<file path="src/ahb_apb_pkg.sv">
/*
 * Shared definitions for the AHB to APB bridge.
 * Holds the bus widths, the bridge state encoding and the AHB
 * transfer type and size codes. Modules refer to it by scoped names
 * in their port lists and import it inside their bodies.
 */
`default_nettype none

package ahb_apb_pkg;

  localparam int unsigned addr_width_default = 16; // 64KB APB space
  localparam int unsigned data_width         = 32;
  localparam int unsigned strb_width         = data_width / 8; // One strobe per byte lane

  // Bridge FSM encoding where 3'b111 is never entered
  typedef enum logic [2:0] {
    st_idle      = 3'd0, // Waiting for an AHB transfer
    st_apb_wait  = 3'd1, // Transfer taken, waiting for a PCLKEN edge
    st_apb_trnf  = 3'd2, // APB setup phase
    st_apb_trnf2 = 3'd3, // APB access phase
    st_apb_endok = 3'd4, // OKAY ending cycle with registered read data
    st_apb_err1  = 3'd5, // First ERROR cycle
    st_apb_err2  = 3'd6  // Second ERROR cycle
  } bridge_state_t;

  typedef enum logic [1:0] {
    htrans_idle   = 2'b00,
    htrans_busy   = 2'b01,
    htrans_nonseq = 2'b10,
    htrans_seq    = 2'b11
  } htrans_t;

  typedef enum logic [2:0] {
    hsize_byte = 3'b000,
    hsize_half = 3'b001,
    hsize_word = 3'b010
  } hsize_t;

endpackage

`default_nettype wire
</file>
<file path="src/ahb_apb_bridge.sv">
/*
 * AHB to APB bridge, top level.
 * PCLK must be HCLK divided down, marked by the PCLKEN enable. Tie
 * PCLKEN high when both run at the same rate. register_rdata and
 * register_wdata add a sample stage on the read or write data.
 */
`timescale 1ns/1ps
`default_nettype none

module ahb_apb_bridge #(
  parameter int unsigned addr_width     = ahb_apb_pkg::addr_width_default,
  parameter int unsigned register_rdata = 1,
  parameter int unsigned register_wdata = 0
) (
  input  wire                                HCLK,
  input  wire                                HRESETn,
  // ------------------------------------------------------------------------
  // AHB slave side
  // ------------------------------------------------------------------------
  input  wire                                hsel,
  input  wire [addr_width-1:0]               haddr,
  input  wire ahb_apb_pkg::htrans_t          htrans,
  input  wire ahb_apb_pkg::hsize_t           hsize,
  input  wire [3:0]                          hprot,     // Bits 3:2 not mapped
  input  wire                                hwrite,
  input  wire                                hready,
  input  wire [ahb_apb_pkg::data_width-1:0]  hwdata,
  output logic                               hreadyout,
  output logic [ahb_apb_pkg::data_width-1:0] hrdata,
  output logic                               hresp,     // 0 OKAY, 1 ERROR
  // ------------------------------------------------------------------------
  // APB master side
  // ------------------------------------------------------------------------
  input  wire                                pclken,
  input  wire [ahb_apb_pkg::data_width-1:0]  prdata,
  input  wire                                pready,
  input  wire                                pslverr,
  output logic [addr_width-1:0]              paddr,
  output logic                               penable,
  output logic                               pwrite,
  output logic [ahb_apb_pkg::strb_width-1:0] pstrb,
  output logic [2:0]                         pprot,
  output logic [ahb_apb_pkg::data_width-1:0] pwdata,
  output logic                               psel,
  output logic                               apbactive  // For APB clock gating
);

  wire xfer_start;
  wire wdata_defer;
  wire apb_done;

  ahb_req_capture #(
    .addr_width     (addr_width),
    .register_wdata (register_wdata)
  ) u_req (
    .HCLK        (HCLK),
    .HRESETn     (HRESETn),
    .hsel        (hsel),
    .htrans      (htrans),
    .hready      (hready),
    .haddr       (haddr),
    .hsize       (hsize),
    .hprot       (hprot),
    .hwrite      (hwrite),
    .xfer_start  (xfer_start),
    .wdata_defer (wdata_defer),
    .paddr       (paddr),
    .pwrite      (pwrite),
    .pstrb       (pstrb),
    .pprot       (pprot)
  );

  apb_xfer_fsm #(
    .register_rdata (register_rdata)
  ) u_fsm (
    .HCLK        (HCLK),
    .HRESETn     (HRESETn),
    .pclken      (pclken),
    .xfer_start  (xfer_start),
    .wdata_defer (wdata_defer),
    .hsel        (hsel),
    .htrans      (htrans),
    .pready      (pready),
    .pslverr     (pslverr),
    .psel        (psel),
    .penable     (penable),
    .hreadyout   (hreadyout),
    .hresp       (hresp),
    .apb_done    (apb_done),
    .apbactive   (apbactive)
  );

  apb_data_path #(
    .register_rdata (register_rdata),
    .register_wdata (register_wdata)
  ) u_data (
    .HCLK        (HCLK),
    .HRESETn     (HRESETn),
    .pclken      (pclken),
    .wdata_defer (wdata_defer),
    .apb_done    (apb_done),
    .hwdata      (hwdata),
    .prdata      (prdata),
    .pwdata      (pwdata),
    .hrdata      (hrdata)
  );

endmodule

`default_nettype wire

</file>
<file path="src/apb_data_path.sv">
/*
 * Data path of the bridge.
 * A single sample register serves either as the HWDATA holding
 * register or as the PRDATA capture register, each as enabled by the
 * parameters. Without it, data passes straight between the buses.
 */
`timescale 1ns/1ps
`default_nettype none

module apb_data_path #(
  parameter int unsigned register_rdata = 1,
  parameter int unsigned register_wdata = 0
) (
  input  wire                                HCLK,
  input  wire                                HRESETn,
  input  wire                                pclken,
  input  wire                                wdata_defer, // Write address phase, data follows
  input  wire                                apb_done,
  input  wire [ahb_apb_pkg::data_width-1:0]  hwdata,
  input  wire [ahb_apb_pkg::data_width-1:0]  prdata,
  output logic [ahb_apb_pkg::data_width-1:0] pwdata,
  output logic [ahb_apb_pkg::data_width-1:0] hrdata
);

  import ahb_apb_pkg::*;

  localparam bit reg_rdata = (register_rdata != 0);
  localparam bit reg_wdata = (register_wdata != 0);

  logic                  sample_wdata_q; // HWDATA valid, waiting for PCLKEN
  logic [data_width-1:0] rwdata_q;

  // Set after the write address phase, cleared on the next PCLKEN edge
  always_ff @(posedge HCLK or negedge HRESETn)
  begin
    if (!HRESETn)
      sample_wdata_q <= 1'b0;
    else if (wdata_defer)
      sample_wdata_q <= 1'b1;
    else if (pclken)
      sample_wdata_q <= 1'b0;
  end

  // Shared sample register
  always_ff @(posedge HCLK)
  begin
    if (reg_wdata & sample_wdata_q & pclken)
      rwdata_q <= hwdata;
    else if (reg_rdata & apb_done)
      rwdata_q <= prdata;  // Held for the ENDOK cycle
  end

  assign pwdata = reg_wdata ? rwdata_q : hwdata;
  assign hrdata = reg_rdata ? rwdata_q : prdata;

endmodule

`default_nettype wire

</file>
<file path="src/apb_xfer_fsm.sv">
/*
 * APB transfer sequencer for the bridge.
 * Steps each captured AHB transfer through the APB setup and access
 * phases on PCLKEN edges, holds the access phase while PREADY is low,
 * and drives the AHB ready and the OKAY or two-cycle ERROR response.
 */
`timescale 1ns/1ps
`default_nettype none

module apb_xfer_fsm #(
  parameter int unsigned register_rdata = 1
) (
  input  wire                       HCLK,
  input  wire                       HRESETn,
  input  wire                       pclken,      // APB clock enable
  input  wire                       xfer_start,
  input  wire                       wdata_defer,
  input  wire                       hsel,
  input  wire ahb_apb_pkg::htrans_t htrans,
  input  wire                       pready,
  input  wire                       pslverr,
  output logic                      psel,
  output logic                      penable,
  output logic                      hreadyout,
  output logic                      hresp,
  output logic                      apb_done,    // Access phase completes this cycle
  output logic                      apbactive    // Clock gating hint
);

  import ahb_apb_pkg::*;

  localparam bit reg_rdata = (register_rdata != 0);

  bridge_state_t state_q;
  bridge_state_t state_d;
  bridge_state_t start_state; // Where a new request leads from a free state
  logic          htrans_act;

  // ------------------------------------------------------------------------
  // Next state
  // ------------------------------------------------------------------------
  always_comb
  begin
    // Setup may follow at once unless write data still has to be sampled
    if (xfer_start & pclken & ~wdata_defer)
      start_state = st_apb_trnf;
    else if (xfer_start)
      start_state = st_apb_wait;
    else
      start_state = st_idle;

    case (state_q)
      st_idle,
      st_apb_endok,
      st_apb_err2  : state_d = start_state;
      st_apb_wait  : state_d = pclken ? st_apb_trnf : st_apb_wait;
      st_apb_trnf  : state_d = pclken ? st_apb_trnf2 : st_apb_trnf; // Setup lasts one PCLK
      st_apb_trnf2 :
      begin
        if (pready & pclken)
        begin
          if (pslverr)
            state_d = st_apb_err1;   // Two-cycle ERROR on AHB
          else if (reg_rdata)
            state_d = st_apb_endok;  // Give HRDATA a cycle to settle in the register
          else
            state_d = start_state;   // HREADYOUT already high, next may start
        end
        else
          state_d = st_apb_trnf2;    // Wait states
      end
      st_apb_err1  : state_d = st_apb_err2;
      default      : state_d = st_idle;
    endcase
  end

  always_ff @(posedge HCLK or negedge HRESETn)
  begin
    if (!HRESETn)
      state_q <= st_idle;
    else
      state_q <= state_d;
  end

  // ------------------------------------------------------------------------
  // Output decode
  // ------------------------------------------------------------------------
  assign psel     = (state_q == st_apb_trnf) || (state_q == st_apb_trnf2);
  assign penable  = (state_q == st_apb_trnf2);
  assign hresp    = (state_q == st_apb_err1) || (state_q == st_apb_err2);
  assign apb_done = (state_q == st_apb_trnf2) & pready & pclken;

  always_comb
  begin
    case (state_q)
      st_idle      : hreadyout = 1'b1;
      st_apb_wait  : hreadyout = 1'b0;
      st_apb_trnf  : hreadyout = 1'b0;
      // Unregistered read data finishes in the completing access cycle
      st_apb_trnf2 : hreadyout = ~reg_rdata & pready & ~pslverr & pclken;
      st_apb_endok : hreadyout = 1'b1;
      st_apb_err1  : hreadyout = 1'b0; // ERROR first cycle stalls the master
      st_apb_err2  : hreadyout = 1'b1;
      default      : hreadyout = 1'b1;
    endcase
  end

  // Raised from the address phase on, so APB clocks can be woken early
  assign htrans_act = (htrans == htrans_nonseq) || (htrans == htrans_seq);
  assign apbactive  = (hsel & htrans_act) | (state_q != st_idle);

endmodule

`default_nettype wire

</file>
<file path="src/ahb_req_capture.sv">
/*
 * AHB request capture for the bridge.
 * Detects the end of a selected AHB address phase and samples the
 * word address, direction, byte strobes and protection for the APB
 * side. Also flags writes whose data must be registered first.
 */
`timescale 1ns/1ps
`default_nettype none

module ahb_req_capture #(
  parameter int unsigned addr_width     = ahb_apb_pkg::addr_width_default,
  parameter int unsigned register_wdata = 0
) (
  input  wire                                 HCLK,
  input  wire                                 HRESETn,
  input  wire                                 hsel,
  input  wire ahb_apb_pkg::htrans_t           htrans,
  input  wire                                 hready,
  input  wire [addr_width-1:0]                haddr,
  input  wire ahb_apb_pkg::hsize_t            hsize,
  input  wire [3:0]                           hprot,
  input  wire                                 hwrite,
  output logic                                xfer_start,  // End of selected address phase
  output logic                                wdata_defer, // Write with registered HWDATA
  output logic [addr_width-1:0]               paddr,
  output logic                                pwrite,
  output logic [ahb_apb_pkg::strb_width-1:0]  pstrb,
  output logic [2:0]                          pprot
);

  import ahb_apb_pkg::*;

  localparam bit reg_wdata = (register_wdata != 0);

  logic [addr_width-3:0] addr_q;  // Word address only
  logic                  write_q;
  logic [strb_width-1:0] strb_q;
  logic [strb_width-1:0] strb_d;
  logic [1:0]            prot_q;  // {instruction, privileged}
  logic                  htrans_act;

  // ------------------------------------------------------------------------
  // Start condition
  // ------------------------------------------------------------------------
  assign htrans_act  = (htrans == htrans_nonseq) || (htrans == htrans_seq);
  assign xfer_start  = hsel & htrans_act & hready;
  assign wdata_defer = xfer_start & hwrite & reg_wdata; // Data arrives one cycle later

  // Byte lane decode that leaves reads without strobes
  always_comb
  begin
    case (hsize)
      hsize_byte : strb_d = 4'b0001 << haddr[1:0];
      hsize_half : strb_d = haddr[1] ? 4'b1100 : 4'b0011; // Upper or lower half
      default    : strb_d = 4'b1111;                      // Word
    endcase
    if (!hwrite)
      strb_d = '0;
  end

  // ------------------------------------------------------------------------
  // Request registers
  // ------------------------------------------------------------------------
  always_ff @(posedge HCLK or negedge HRESETn)
  begin
    if (!HRESETn)
    begin
      addr_q  <= '0;
      write_q <= 1'b0;
      strb_q  <= '0;
      prot_q  <= 2'b00;
    end
    else if (xfer_start)
    begin
      addr_q  <= haddr[addr_width-1:2];
      write_q <= hwrite;
      strb_q  <= strb_d;
      prot_q  <= {~hprot[0], hprot[1]}; // Opcode fetch -> instruction, privileged
    end
  end

  assign paddr  = {addr_q, 2'b00}; // Always word aligned on APB
  assign pwrite = write_q;
  assign pstrb  = strb_q;
  assign pprot  = {prot_q[1], 1'b0, prot_q[0]}; // Secure access only

endmodule

`default_nettype wire

</file>
<file path="config.mk">
export PLATFORM = sky130hd
export DESIGN_NAME = ahb_apb_bridge
export DESIGN_NICKNAME = d
export VERILOG_FILES = /design/src/ahb_apb_pkg.sv /design/src/ahb_apb_bridge.sv /design/src/apb_data_path.sv /design/src/apb_xfer_fsm.sv /design/src/ahb_req_capture.sv
export SDC_FILE = /design/constraint.sdc
export NUM_CORES = 1
export LEC_CHECK = 0
export BUFFER_PORTS_ARGS = -buffer_cell sky130_fd_sc_hd__buf_2
export CORE_UTILIZATION = 38
export DETAILED_ROUTE_END_ITERATION = 8
export PLACE_DENSITY_LB_ADDON = 0.2
export SLEW_MARGIN = 25
export SYNTH_ARGS = -nofsm -noshare
export SYNTH_HDL_FRONTEND = slang
export SYNTH_SLANG_ARGS = --single-unit
</file>
<file path="constraint.sdc">
create_clock -name HCLK -period 2.22 [get_ports HCLK]
set_input_delay 0.444 -clock HCLK [delete_from_list [all_inputs] [get_ports HCLK]]
set_output_delay 0.444 -clock HCLK [all_outputs]
set_load 0.01 [all_outputs]
</file>
==> results.ini <==
[clock_network]
cts_tree = done
worstSkewPairLatency_ns = 0.31
postCtsSetupRepairBufs = 0
clockRootBuffer = clkbuf_8
path_clk_slew_ns = 0.10
ctsHoldBuffers = 0
cts.sinks = 56
cts_buffer_depth = 2
cts_max_level = 2
cts_made_buffers = 5
cts_repair_resize_count = 0

[min_path]
hold_class = in2async

[synthesis]
yosysTopAreaCell = edfxtp_1
ys_ff_latch = 56
syn_area_per_cell_um2 = 12.5
synthArstFlopShare_pct = 42.9
ys_seq_area_share_pct = 68.1
synth.most_common_cell = nand2_1
synth.top_cells.by_count = nand2_1 (49), buf_4 (35), edfxtp_1 (32)
synth-edff-count = 32
netlist.area_leader.share_pct = 41.9
synthTopCellsByArea = edfxtp_1 (42%), dfrtp_1 (26%), buf_4 (11%)
synth_warnings = 0
synth.distinct_cells = 30
netlist_instances = 184
netlist_area_um2 = 2290
synth_ff_type = edfxtp_1

[die]
die_w_um = 79.7
die_h_um = 79.7
initial_core_util_pct = 40.4
die_area_um2 = 6350
core_um2 = 5680
rows = 27
num_io_pins = 190

[timing]
whs_ns = 0.0959
timing.final.crit_share_pct = 81.1
final.setup.tns_ns = 0
fin_ws_ns = 0.421
drv_slew = 0
period_minus_slack_ns = 1.80
rsz0062_at_grt = no
tightestPinTransition_ns = 0.651
max_freq_ghz = 0.556
finClkSkew_ns = 0.00465
finalSetupViolations = 0
relSlewSlack_pct = 56.6
hold_viol_final = 0

[placement]
routabilityCongestion = 0.702
portBuffers = 119
dp_hpwl_mm = 4.27
postPlaceCellArea_um2 = 2710
dp_slack_ns = 0.582

[layout]
final_nets = 370
multi_input_area_um2 = 433
diodes = 0
area_growth_pct = 22.2
postLayoutCellArea_um2 = 2800
drive_above_1_share_pct = 48.2
nFillCells = 560
seqCellArea_um2 = 1560

[power]
ir_worst_vdd_mv = 0.342
power_uw = 2390
p_per_area_nw_per_um2 = 854
power_leakage_uw = 0.00138

[setup_path]
worst_ep_arrival_time_ns = 1.36
endpoint_kind = primary output
critPathLaunchType = flop
cp.required_ns = 1.78
worstPathMaxFanout = 8
crit_type = reg2out

[detailed_routing]
routed_wl_mm = 5.42
drt_iter0_drc = 61
routedWlPerCell_um = 15.7
drc = 0
drt_first_pass_iters = 4
post_drt_via_cell_ratio = 4.59
num_vias = 1589
final_antenna_net_count = 0

[global_routing]
grt_pass1_vias = 1558
globalRouteOverflowTotal = 0
grt_pass1_wl_mm = 8.21
grtUsageTotal_pct = 17.4
antenna_found_initial = 0
grt_max_degree = 33

[job]
drv_cap = 0

[outcome]
status = complete, no violations

==> path summary, 6_finish.rpt <==
kind / from / endpoint / slack [ns] / depth (start not counted)
worst min-delay path: HRESETn / u_req.prot_q[1] / 0.1 / 1
worst max register to register: u_fsm.state_q[2] / u_data.hrdata[2] / 0.57 / 4
worst max-delay path: u_fsm.state_q[2] / penable / 0.42 / 3
min in group HCLK: prdata[9] / u_data.hrdata[9] / 0.30 / 1
max in group asynchronous: HRESETn / u_req.addr_q[11] / 1.77 / 1
worst min register to register: u_req.addr_q[7] / u_req.addr_q[7] / 0.47 / 2
==> cells in the final DEF, fill, tap and decap left out, drive strengths merged, types with 2 or more instances in the layout <==
cell type,n
buf,121
nand2,49
edfxtp,32
dfrtp,24
o21ai,7
clkbuf,5
a22o,4
nor2,3
conb,3
nor2b,3
nor3b,2
and3,2
and2,2
nand3,2
inv,2
clkinv,2
==> stage by stage <==
| step | std cells | util, % |
|---|---|---|
| after floorplan | 186 | - |
| after global placement | 338 | 47.8 |
| after detailed placement | 338 | 47.8 |
| after CTS | 346 | 49.4 |
| after global routing | 346 | 49.4 |
| final | 346 | 49.4 |
==> flip-flops by register name (all words and copies together) (netlist names) <==
signal / count
u_data.hrdata: 32
u_req.addr_q: 14
u_req.pwrite: 1
u_req.prot_q: 2
u_fsm.state_q: 3
u_req.pstrb: 4
==> layer usage <==
layer  vias up  global-route usage, %  part of all wire [%]
li1        755                      -                     -
met2        87                   28.7                    50
met4         0                   9.64                   4.4
met3        25                   6.97                    11
met5         -                      0                     0
met1       722                   18.9                    34
==> cells by family (layout without fill, tap and decap cells) <==
group / count (synthesis) / count (layout) / share of synthesized area [%]
AO/OA/AOI/OAI: 18 / 18 / 5.35
buffers and inverters: 42 / 130 / 13.4
flip-flops: 56 / 56 / 68.1
other: 1 / 3 / 0.164
AND/OR/NAND/NOR: 67 / 67 / 13.0
==> final cells by class <==
cell class                      count  area share, %
Sequential cell                    56           55.7
Clock buffer                        5           2.46
Inverter                            1          0.134
Tap cell                           72           3.21
Multi-Input combinational cell     88           15.4
Clock inverter                      3          0.804
Timing Repair Buffer              121           22.2
==> power by group <==
group | leakage (µW) | total [µW] | internal, µW | switching, µW
Sequential | 0.000590 | 1320 | 1250 | 78.9
Clock | 0.0000485 | 559 | 227 | 332
Combinational | 0.000737 | 509 | 236 | 273
Total | 0.00138 | 2390 | 1710 | 684
==> worst max-delay path, stage by stage, from the launching register on <==
cell and delay (ns):
dfrtp_1 0.48, nor2b_2 0.27, and2_4 0.18, buf_2 0.12
Power figures use the tool's default switching activity.
